[src/source/rv_config.svh]
`ifndef RV_CONFIG_SVH
`define RV_CONFIG_SVH

// data path width in bits
`define RV_XLEN 32

// integer register count, x0 included
`define RV_REG_COUNT 32

// data RAM depth in 32-bit words
`define RV_MEM_WORDS 64

// first fetch address after reset
`define RV_RESET_PC 32'h0000_0000

`endif

[src/source/rv_pkg.sv]
`include "rv_config.svh"

package rv_pkg;

  typedef logic [`RV_XLEN-1:0] word_t;   // data or address word
  typedef logic [4:0]          reg_addr_t; // register index

  // major opcodes that the core keeps
  typedef enum logic [6:0] {
    OP     = 7'b0110011,
    OP_IMM = 7'b0010011,
    LUI    = 7'b0110111,
    AUIPC  = 7'b0010111,
    JAL    = 7'b1101111,
    JALR   = 7'b1100111,
    BRANCH = 7'b1100011,
    LOAD   = 7'b0000011,
    STORE  = 7'b0100011
  } opcode_e;

  // compare ops double as branch conditions
  typedef enum logic [3:0] {
    ALU_ADD,
    ALU_SUB,
    ALU_SLL,
    ALU_SLT,
    ALU_SLTU,
    ALU_XOR,
    ALU_SRL,
    ALU_SRA,
    ALU_OR,
    ALU_AND,
    ALU_EQ,
    ALU_NE,
    ALU_GE,
    ALU_GEU
  } alu_op_e;

  typedef enum logic [2:0] {
    WB_ALU,
    WB_LOAD,
    WB_LINK,  // pc+4 for jumps
    WB_UIMM,  // lui
    WB_PCREL  // auipc
  } wb_sel_e;

  typedef struct packed {
    reg_addr_t rs1;
    reg_addr_t rs2;
    reg_addr_t rd;
    word_t     imm;
    alu_op_e   alu_op;
    logic      use_imm;
    wb_sel_e   wb_sel;
    logic      reg_write;
    logic      mem_read;
    logic      mem_write;
    logic      is_branch;
    logic      is_jal;
    logic      is_jalr;
  } decoded_t;

  // one retired instruction
  typedef struct packed {
    word_t     pc;
    word_t     next_pc;
    reg_addr_t rd;
    word_t     data;
    logic      write;
  } commit_t;

endpackage

[src/source/rv_decoder.sv]
`timescale 1ns/1ns

module rv_decoder (
  input  rv_pkg::word_t    instr,
  output rv_pkg::decoded_t dec
);

  rv_pkg::opcode_e opcode;
  logic [2:0]      funct3;
  logic [6:0]      funct7;
  rv_pkg::word_t   imm_i, imm_s, imm_b, imm_u, imm_j;

  assign opcode = rv_pkg::opcode_e'(instr[6:0]);
  assign funct3 = instr[14:12];
  assign funct7 = instr[31:25];

  // immediate formats
  assign imm_i = {{20{instr[31]}}, instr[31:20]};
  assign imm_s = {{20{instr[31]}}, instr[31:25], instr[11:7]};
  assign imm_b = {{19{instr[31]}}, instr[31], instr[7], instr[30:25], instr[11:8], 1'b0};
  assign imm_u = {instr[31:12], 12'b0};
  assign imm_j = {{11{instr[31]}}, instr[31], instr[19:12], instr[20], instr[30:21], 1'b0};

  // shared funct3 map of OP and OP_IMM, alt selects sub/sra
  function automatic rv_pkg::alu_op_e arith_op(input logic [2:0] f3, input logic alt);
    case (f3)
      3'b000:  arith_op = alt ? rv_pkg::ALU_SUB : rv_pkg::ALU_ADD;
      3'b001:  arith_op = rv_pkg::ALU_SLL;
      3'b010:  arith_op = rv_pkg::ALU_SLT;
      3'b011:  arith_op = rv_pkg::ALU_SLTU;
      3'b100:  arith_op = rv_pkg::ALU_XOR;
      3'b101:  arith_op = alt ? rv_pkg::ALU_SRA : rv_pkg::ALU_SRL;
      3'b110:  arith_op = rv_pkg::ALU_OR;
      default: arith_op = rv_pkg::ALU_AND;
    endcase
  endfunction

  always_comb begin
    dec           = '0;  // unknown encodings fall through as no-ops
    dec.rs1       = instr[19:15];
    dec.rs2       = instr[24:20];
    dec.rd        = instr[11:7];
    dec.alu_op    = rv_pkg::ALU_ADD;
    dec.wb_sel    = rv_pkg::WB_ALU;
    case (opcode)
      rv_pkg::OP: begin
        if (funct7 == 7'b0000000 ||
            (funct7 == 7'b0100000 && (funct3 == 3'b000 || funct3 == 3'b101))) begin
          dec.alu_op    = arith_op(funct3, funct7[5]);
          dec.reg_write = 1'b1;
        end
      end
      rv_pkg::OP_IMM: begin
        dec.imm       = imm_i;
        dec.use_imm   = 1'b1;
        dec.alu_op    = arith_op(funct3, (funct3 == 3'b101) && instr[30]);
        dec.reg_write = 1'b1;
      end
      rv_pkg::LUI: begin
        dec.imm       = imm_u;
        dec.wb_sel    = rv_pkg::WB_UIMM;
        dec.reg_write = 1'b1;
      end
      rv_pkg::AUIPC: begin
        dec.imm       = imm_u;
        dec.wb_sel    = rv_pkg::WB_PCREL;
        dec.reg_write = 1'b1;
      end
      rv_pkg::JAL: begin
        dec.imm       = imm_j;
        dec.wb_sel    = rv_pkg::WB_LINK;
        dec.reg_write = 1'b1;
        dec.is_jal    = 1'b1;
      end
      rv_pkg::JALR: begin
        dec.imm       = imm_i;
        dec.use_imm   = 1'b1;
        dec.wb_sel    = rv_pkg::WB_LINK;
        dec.reg_write = 1'b1;
        dec.is_jalr   = 1'b1;
      end
      rv_pkg::BRANCH: begin
        dec.imm       = imm_b;
        dec.is_branch = 1'b1;
        case (funct3)
          3'b000:  dec.alu_op = rv_pkg::ALU_EQ;
          3'b001:  dec.alu_op = rv_pkg::ALU_NE;
          3'b100:  dec.alu_op = rv_pkg::ALU_SLT;  // blt
          3'b101:  dec.alu_op = rv_pkg::ALU_GE;
          3'b110:  dec.alu_op = rv_pkg::ALU_SLTU; // bltu
          3'b111:  dec.alu_op = rv_pkg::ALU_GEU;
          default: dec.is_branch = 1'b0;
        endcase
      end
      rv_pkg::LOAD: begin
        if (funct3 == 3'b010) begin  // lw only
          dec.imm       = imm_i;
          dec.use_imm   = 1'b1;
          dec.wb_sel    = rv_pkg::WB_LOAD;
          dec.mem_read  = 1'b1;
          dec.reg_write = 1'b1;
        end
      end
      rv_pkg::STORE: begin
        if (funct3 == 3'b010) begin  // sw only
          dec.imm       = imm_s;
          dec.use_imm   = 1'b1;
          dec.mem_write = 1'b1;
        end
      end
      default: ;
    endcase
    if (!dec.reg_write)
      dec.rd = '0;  // no destination to report
  end

endmodule

[src/source/rv_alu.sv]
`timescale 1ns/1ns
`include "rv_config.svh"

module rv_alu (
  input  rv_pkg::decoded_t dec,
  input  rv_pkg::word_t    rs1_data,
  input  rv_pkg::word_t    rs2_data,
  output rv_pkg::word_t    alu_result
);

  rv_pkg::word_t op_a;
  rv_pkg::word_t op_b;
  logic [4:0]    shamt;
  logic          lt_s;
  logic          lt_u;

  assign op_a  = rs1_data;
  assign op_b  = dec.use_imm ? dec.imm : rs2_data;
  assign shamt = op_b[4:0];

  // one signed and one unsigned comparator feed every compare op
  assign lt_s = $signed(op_a) < $signed(op_b);
  assign lt_u = op_a < op_b;

  always_comb begin
    case (dec.alu_op)
      rv_pkg::ALU_ADD:  alu_result = op_a + op_b;  // also load/store address
      rv_pkg::ALU_SUB:  alu_result = op_a - op_b;
      rv_pkg::ALU_SLL:  alu_result = op_a << shamt;
      rv_pkg::ALU_SLT:  alu_result = {{(`RV_XLEN-1){1'b0}}, lt_s};
      rv_pkg::ALU_SLTU: alu_result = {{(`RV_XLEN-1){1'b0}}, lt_u};
      rv_pkg::ALU_XOR:  alu_result = op_a ^ op_b;
      rv_pkg::ALU_SRL:  alu_result = op_a >> shamt;
      rv_pkg::ALU_SRA:  alu_result = rv_pkg::word_t'($signed(op_a) >>> shamt);
      rv_pkg::ALU_OR:   alu_result = op_a | op_b;
      rv_pkg::ALU_AND:  alu_result = op_a & op_b;
      rv_pkg::ALU_EQ:   alu_result = {{(`RV_XLEN-1){1'b0}}, op_a == op_b};
      rv_pkg::ALU_NE:   alu_result = {{(`RV_XLEN-1){1'b0}}, op_a != op_b};
      rv_pkg::ALU_GE:   alu_result = {{(`RV_XLEN-1){1'b0}}, ~lt_s};
      rv_pkg::ALU_GEU:  alu_result = {{(`RV_XLEN-1){1'b0}}, ~lt_u};
      default:          alu_result = '0;
    endcase
  end

endmodule

[src/source/rv_branch.sv]
`timescale 1ns/1ns
`include "rv_config.svh"

module rv_branch (
  input  logic             clk,
  input  logic             rst_n,
  input  logic             instr_valid,
  input  rv_pkg::decoded_t dec,
  input  rv_pkg::word_t    rs1_data,
  input  rv_pkg::word_t    rs2_data,
  output rv_pkg::word_t    pc,
  output rv_pkg::word_t    next_pc,
  output rv_pkg::word_t    link
);

  logic          cond;
  logic          taken;
  rv_pkg::word_t pc_target;
  rv_pkg::word_t jalr_target;

  // own comparators so branches resolve beside the ALU
  always_comb begin
    case (dec.alu_op)
      rv_pkg::ALU_EQ:   cond = rs1_data == rs2_data;
      rv_pkg::ALU_NE:   cond = rs1_data != rs2_data;
      rv_pkg::ALU_SLT:  cond = $signed(rs1_data) < $signed(rs2_data);
      rv_pkg::ALU_GE:   cond = $signed(rs1_data) >= $signed(rs2_data);
      rv_pkg::ALU_SLTU: cond = rs1_data < rs2_data;
      rv_pkg::ALU_GEU:  cond = rs1_data >= rs2_data;
      default:          cond = 1'b0;
    endcase
  end

  assign taken       = (dec.is_branch && cond) || dec.is_jal;
  assign pc_target   = pc + dec.imm;
  assign jalr_target = (rs1_data + dec.imm) & ~rv_pkg::word_t'(1); // lsb forced low
  assign link        = pc + rv_pkg::word_t'(4);

  always_comb begin
    if (dec.is_jalr)
      next_pc = jalr_target;
    else if (taken)
      next_pc = pc_target;
    else
      next_pc = link;  // sequential
  end

  always_ff @(posedge clk or negedge rst_n) begin
    if (!rst_n) begin
      pc <= `RV_RESET_PC;
    end else if (instr_valid) begin
      pc <= next_pc;
    end
  end

endmodule

[src/source/rv_data_mem.sv]
`timescale 1ns/1ns
`include "rv_config.svh"

module rv_data_mem #(
  parameter int WORDS = `RV_MEM_WORDS
) (
  input  logic             clk,
  input  logic             instr_valid,
  input  rv_pkg::decoded_t dec,
  input  rv_pkg::word_t    addr,
  input  rv_pkg::word_t    store_data,
  output rv_pkg::word_t    load_data
);

  localparam int IDX_W = $clog2(WORDS);

  rv_pkg::word_t    mem [WORDS];
  logic [IDX_W-1:0] idx;

  // byte address to word index, upper bits wrap
  assign idx = addr[IDX_W+1:2];

  always_ff @(posedge clk) begin
    if (instr_valid && dec.mem_write) begin
      mem[idx] <= store_data;
    end
  end

  // async read, quiet unless a load is decoded
  assign load_data = dec.mem_read ? mem[idx] : '0;

endmodule

[src/source/rv_regfile.sv]
`timescale 1ns/1ns
`include "rv_config.svh"

module rv_regfile (
  input  logic             clk,
  input  logic             rst_n,
  input  logic             instr_valid,
  input  rv_pkg::decoded_t dec,
  input  rv_pkg::word_t    alu_result,
  input  rv_pkg::word_t    load_data,
  input  rv_pkg::word_t    link,
  input  rv_pkg::word_t    pc,
  input  rv_pkg::word_t    next_pc,
  output rv_pkg::word_t    rs1_data,
  output rv_pkg::word_t    rs2_data,
  output rv_pkg::commit_t  commit,
  output logic             commit_valid
);

  rv_pkg::word_t regs [`RV_REG_COUNT];
  rv_pkg::word_t wb_data;

  // x0 reads as zero
  assign rs1_data = (dec.rs1 == '0) ? '0 : regs[dec.rs1];
  assign rs2_data = (dec.rs2 == '0) ? '0 : regs[dec.rs2];

  always_comb begin
    case (dec.wb_sel)
      rv_pkg::WB_LOAD:  wb_data = load_data;
      rv_pkg::WB_LINK:  wb_data = link;
      rv_pkg::WB_UIMM:  wb_data = dec.imm;
      rv_pkg::WB_PCREL: wb_data = pc + dec.imm;
      default:          wb_data = alu_result;
    endcase
  end

  always_ff @(posedge clk) begin
    if (instr_valid && dec.reg_write && dec.rd != '0) begin
      regs[dec.rd] <= wb_data;
    end
  end

  // commit record, same edge as the write
  always_ff @(posedge clk) begin
    if (instr_valid) begin
      commit.pc      <= pc;
      commit.next_pc <= next_pc;
      commit.rd      <= dec.rd;
      commit.data    <= dec.reg_write ? wb_data : '0;
      commit.write   <= dec.reg_write;
    end
  end

  always_ff @(posedge clk or negedge rst_n) begin
    if (!rst_n) begin
      commit_valid <= 1'b0;
    end else begin
      commit_valid <= instr_valid;  // one pulse per retired instruction
    end
  end

endmodule

[src/source/rv_core.sv]
`timescale 1ns/1ns

module rv_core (
  input  logic            clk,
  input  logic            rst_n,
  input  rv_pkg::word_t   instr,
  input  logic            instr_valid,
  output rv_pkg::word_t   pc,
  output rv_pkg::commit_t commit,
  output logic            commit_valid
);

  rv_pkg::decoded_t dec;
  rv_pkg::word_t    rs1_data;
  rv_pkg::word_t    rs2_data;
  rv_pkg::word_t    alu_result;
  rv_pkg::word_t    next_pc;
  rv_pkg::word_t    link;
  rv_pkg::word_t    load_data;

  rv_decoder decoder0 (
    .instr (instr),
    .dec   (dec)
  );

  // arithmetic path
  rv_alu alu0 (
    .dec        (dec),
    .rs1_data   (rs1_data),
    .rs2_data   (rs2_data),
    .alu_result (alu_result)
  );

  // control-flow path, alongside the alu
  rv_branch branch0 (
    .clk         (clk),
    .rst_n       (rst_n),
    .instr_valid (instr_valid),
    .dec         (dec),
    .rs1_data    (rs1_data),
    .rs2_data    (rs2_data),
    .pc          (pc),
    .next_pc     (next_pc),
    .link        (link)
  );

  rv_data_mem data_mem0 (
    .clk         (clk),
    .instr_valid (instr_valid),
    .dec         (dec),
    .addr        (alu_result),
    .store_data  (rs2_data),
    .load_data   (load_data)
  );

  rv_regfile regfile0 (
    .clk          (clk),
    .rst_n        (rst_n),
    .instr_valid  (instr_valid),
    .dec          (dec),
    .alu_result   (alu_result),
    .load_data    (load_data),
    .link         (link),
    .pc           (pc),
    .next_pc      (next_pc),
    .rs1_data     (rs1_data),
    .rs2_data     (rs2_data),
    .commit       (commit),
    .commit_valid (commit_valid)
  );

endmodule

[config.mk]
export PLATFORM = sky130hd
export DESIGN_NAME = rv_core
export DESIGN_NICKNAME = d
export VERILOG_FILES = /design/src/source/rv_pkg.sv /design/src/source/rv_decoder.sv /design/src/source/rv_alu.sv /design/src/source/rv_branch.sv /design/src/source/rv_data_mem.sv /design/src/source/rv_regfile.sv /design/src/source/rv_core.sv
export VERILOG_INCLUDE_DIRS = /design/src /design/src/source
export SDC_FILE = /design/constraint.sdc
export NUM_CORES = 2
export LEC_CHECK = 0
export ABC_CLOCK_PERIOD_IN_PS = 9800
export BUFFER_PORTS_ARGS = -buffer_cell sky130_fd_sc_hd__buf_2
export CAP_MARGIN = 10
export CORE_MARGIN = 4
export CORE_UTILIZATION = 30
export CTS_CLUSTER_DIAMETER = 120
export CTS_CLUSTER_SIZE = 16
export DETAILED_ROUTE_END_ITERATION = 6
export GPL_TIMING_DRIVEN = 0
export PLACE_DENSITY = 0.43
export SETUP_SLACK_MARGIN = 0.5
export SLEW_MARGIN = 10
export SYNTH_ARGS = -nofsm -noshare
export SYNTH_HDL_FRONTEND = slang
export SYNTH_SLANG_ARGS = --single-unit
[constraint.sdc]
create_clock -name clk -period 9.8 [get_ports clk]
set_input_delay 0 -clock clk [delete_from_list [all_inputs] [get_ports clk]]
set_output_delay 0 -clock clk [all_outputs]
set_load 0.01 [all_outputs]
==> results.json <==
{
  "crit_start": "instr[16]",
  "synth_area_leaders": "edfxtp_1 64%, mux4_2 6.4%, mux2_2 2.9%, mux2i_1 2.3%, o221ai_1 1.7%",
  "p_sw_share_pct": 42.9,
  "ios": 170,
  "synth_commonest_cells": "3174 x edfxtp_1, 634 x nand2_1, 426 x mux4_2",
  "maxSlewViolCount": 11,
  "path_max_fanout": 10,
  "yosys.cell_count.top_type": "edfxtp_1",
  "p_int_w": 0.0244,
  "maxCapViolCount": 1,
  "synth_top_family_by_area": "compound AO/OA/AOI/OAI gates",
  "drive_above_1_share_pct": 25.1,
  "comb_power_share_pct": 40.6,
  "layout_min_cycle_time_ns": 9.64,
  "initial_core_util_pct": 30.1,
  "path_class": "in2reg",
  "grt_pass1_vias": 107000,
  "yosys.area_share.simple_pct": 6.06,
  "power_frac_seq_pct": 38.0,
  "drc": 44,
  "finalSetupViolCount": 0,
  "timing.final.crit_share_pct": 98.4,
  "synthAdderAreaFrac_pct": 1.65,
  "synth_compound_area_share_pct": 12.2,
  "cts_max_level": 4,
  "drt_iter0_markers": 22500,
  "synth.avg_cell_area_sq_um": 14.7,
  "dieArea_sq_um": 507000,
  "cts_buffers": 224,
  "grt_pass1_wl_microns": 1160000,
  "die_y_microns": 712,
  "synth.distinct_cells": 116,
  "synth_top_area_share_pct": 64.0,
  "timing.fmax_ghz": 0.104,
  "cp.required_ns": 10.48,
  "drt_wl_total_microns": 919000,
  "clkSinkCount": 3207,
  "place.detailed.hpwl_microns": 666000,
  "wl_per_cell_microns": 52.0,
  "multi_input_area_sq_um": 50400,
  "cp-start-kind": "primary input",
  "gp_congestion": 0.975,
  "portBuffers": 163,
  "die_w_microns": 712,
  "drtPass1Iterations": 7,
  "p_per_area_nw_per_um2": 242,
  "clk_pin_slew_ns": 0.07,
  "synthCells": 10100,
  "vias": 118000,
  "irDropWorstVdd_v": 0.000176,
  "r2r-start": "regfile0.regs[31][2]",
  "fillers": 46900,
  "synth-async-reset-ratio_pct": 1.03,
  "fin_util_pct": 35.9,
  "drtAntennaViolNets": 0,
  "fin_total_pwr_w": 0.0428,
  "power_frac_clock_pct": 21.4,
  "cts_tree": "done",
  "ys_ff_latch": 3207,
  "slew_headroom_pct": -1.71,
  "overflow": 0,
  "synthMuxAreaShare_pct": 11.8,
  "hold_path.class": "in2reg",
  "clkLatencyLatePin_ns": 1.08,
  "yosysSeqAreaShare_pct": 64.6,
  "synth_top_area_cell": "edfxtp_1",
  "ys.flop_type": "edfxtp_1",
  "worstPathArrival_ns": 10.32,
  "ff_latch_area_sq_um": 96100,
  "yosys_warnings": 0,
  "nets": 11300,
  "clock_path_buffers": 4,
  "crit_path_end_kind": "flop",
  "core_sq_um": 494000,
  "tns_ns": 0,
  "antenna_found_initial": 136,
  "outcome": "complete, but fails checks",
  "hold_viol_final": 0,
  "failed_checks": "design-rule violations, max-capacitance violations, max-slew violations",
  "reg2reg_depth": 26,
  "rsz0062_at_grt": "no",
  "hold_start": "instr_valid",
  "tightest_slew_ns": 1.53,
  "viasPerCell": 6.66,
  "synth_edf_count": 3174,
  "p_leak_nw": 57.9,
  "synth-xor-area-share_pct": 0.553,
  "skew_ns": 0.171,
  "core.rowCount": 258,
  "hold_path_depth": 2,
  "switchingPower_w": 0.0184,
  "cts_root_buffer": "clkbuf_16",
  "track_usage_pct": 34.9,
  "area_growth_pct": 19.0,
  "grt_max_degree": 79,
  "netlist_area_sq_um": 149000
}
## timing repair
action,CTS,global route
pin swaps,69,19
gates cloned,4,0
endpoints found under the setup margin,3158,1708
hold buffers,10,0
resized for setup,375,175
buffers inserted,111,15
endpoints found under the hold margin,203,0
## layout by cell type, fill, tap and decap left out, types with 116 or more instances in the layout
| cell type | n |
|---|---|
| edfxtp_1 | 3174 |
| nand2_1 | 612 |
| mux4_2 | 426 |
| a21oi_1 | 384 |
| mux2_2 | 380 |
| mux2i_1 | 342 |
| buf_2 | 329 |
| o221ai_1 | 291 |
| nor2_1 | 286 |
| o22ai_1 | 283 |
| buf_4 | 274 |
| o21ai_0 | 269 |
| buf_12 | 230 |
| inv_1 | 229 |
| clkbuf_16 | 227 |
| nand3_1 | 205 |
| ha_1 | 193 |
| nor3_1 | 192 |
| a31oi_1 | 176 |
| a211oi_1 | 173 |
| clkbuf_1 | 161 |
| buf_16 | 117 |
| buf_6 | 116 |
## final timing paths
path	to	slack, ns
setup / recovery	regfile0.commit[21]	0.16
hold / removal	regfile0.commit[6]	0.03
setup reg to reg	regfile0.commit[21]	0.32
hold reg to reg	regfile0.commit[101]	0.52
max in group asynchronous	branch0.pc[12]	9.42
min in group asynchronous	branch0.pc[27]	0.12
## power groups by stage
stage          clock network [W]  registers, W  logic (W)
3_5_place_dp                   0        0.0166     0.0156
3_3_place_gp                   0        0.0167     0.0148
4_1_cts                  0.00914        0.0162     0.0162
2_1_floorplan                  0        0.0166    0.00646
6_report                 0.00916        0.0162     0.0174
5_1_grt                  0.00961        0.0163     0.0170
## flip-flops by register name, indices dropped and copies added (netlist names)
| register | flops |
|---|---|
| data_mem0.mem | 2048 |
| regfile0.commit | 102 |
| regfile0.regs | 1024 |
| branch0.pc | 32 |
| regfile0.commit_valid | 1 |
## per-layer routing
layer | wire length, microns | GRT usage (%) | up-vias
met2 | 374000 | 49.2 | 10400
li1 | - | - | 42700
met3 | 122000 | 11.6 | 2293
met4 | 65000 | 19.4 | 76
met5 | 528 | 0.0283 | -
met1 | 357000 | 46.9 | 62200
## worst max-delay path, stage by stage
cell and delay [ns]:
buf_2 0.13, buf_4 0.24, buf_6 0.23, buf_2 0.65, buf_4 0.55, buf_2 0.61, mux2i_1 0.16, a221oi_1 0.41
o2111a_1 0.94, inv_1 0.45, nor3_1 0.57, a21oi_1 0.22, a21oi_1 0.54, o221ai_1 0.48, o2111ai_2 0.56, and2_0 0.45
buf_2 0.50, buf_6 0.43, o221ai_1 0.21, o22ai_1 0.42, o211ai_1 0.50, o21ai_4 0.45, and2_1 0.48
## final cells by class
class                   instances  share of cell area (%)
repair buffers                723                    6.04
diodes                         78                   0.110
clock inverters                13                   0.115
clock buffers                 233                    3.22
inverters                     261                   0.574
plain buffers                 732                    2.60
well taps                    6500                    4.59
multi-input cells            5927                    28.5
flip-flops and latches       3207                    54.3
## cell families after synthesis
family / count (synthesis)
other: 1
AOI/OAI and AO/OA: 2548
buffers and inverters: 993
muxes: 1165
DFF: 3207
xor gates and xnor gates: 94
and+or+nand+nor: 1889
adders and majority gates: 195
## per-stage QoR
step | instances | instance area [sq um] | hold slack, ns | setup WS, ns
floorplan | 10100 | 149000 | -0.296 | 0.571
detailed placement | 17200 | 168000 | 0.171 | -4.96
global route | 17600 | 177000 | 0.0507 | 0.485
global placement | 16800 | 158000 | 0.160 | -16.80
finish | 17700 | 177000 | 0.0339 | 0.158
CTS | 17600 | 176000 | 0.000133 | 0.323
Note: power is estimated with default switching activity, not from simulation.
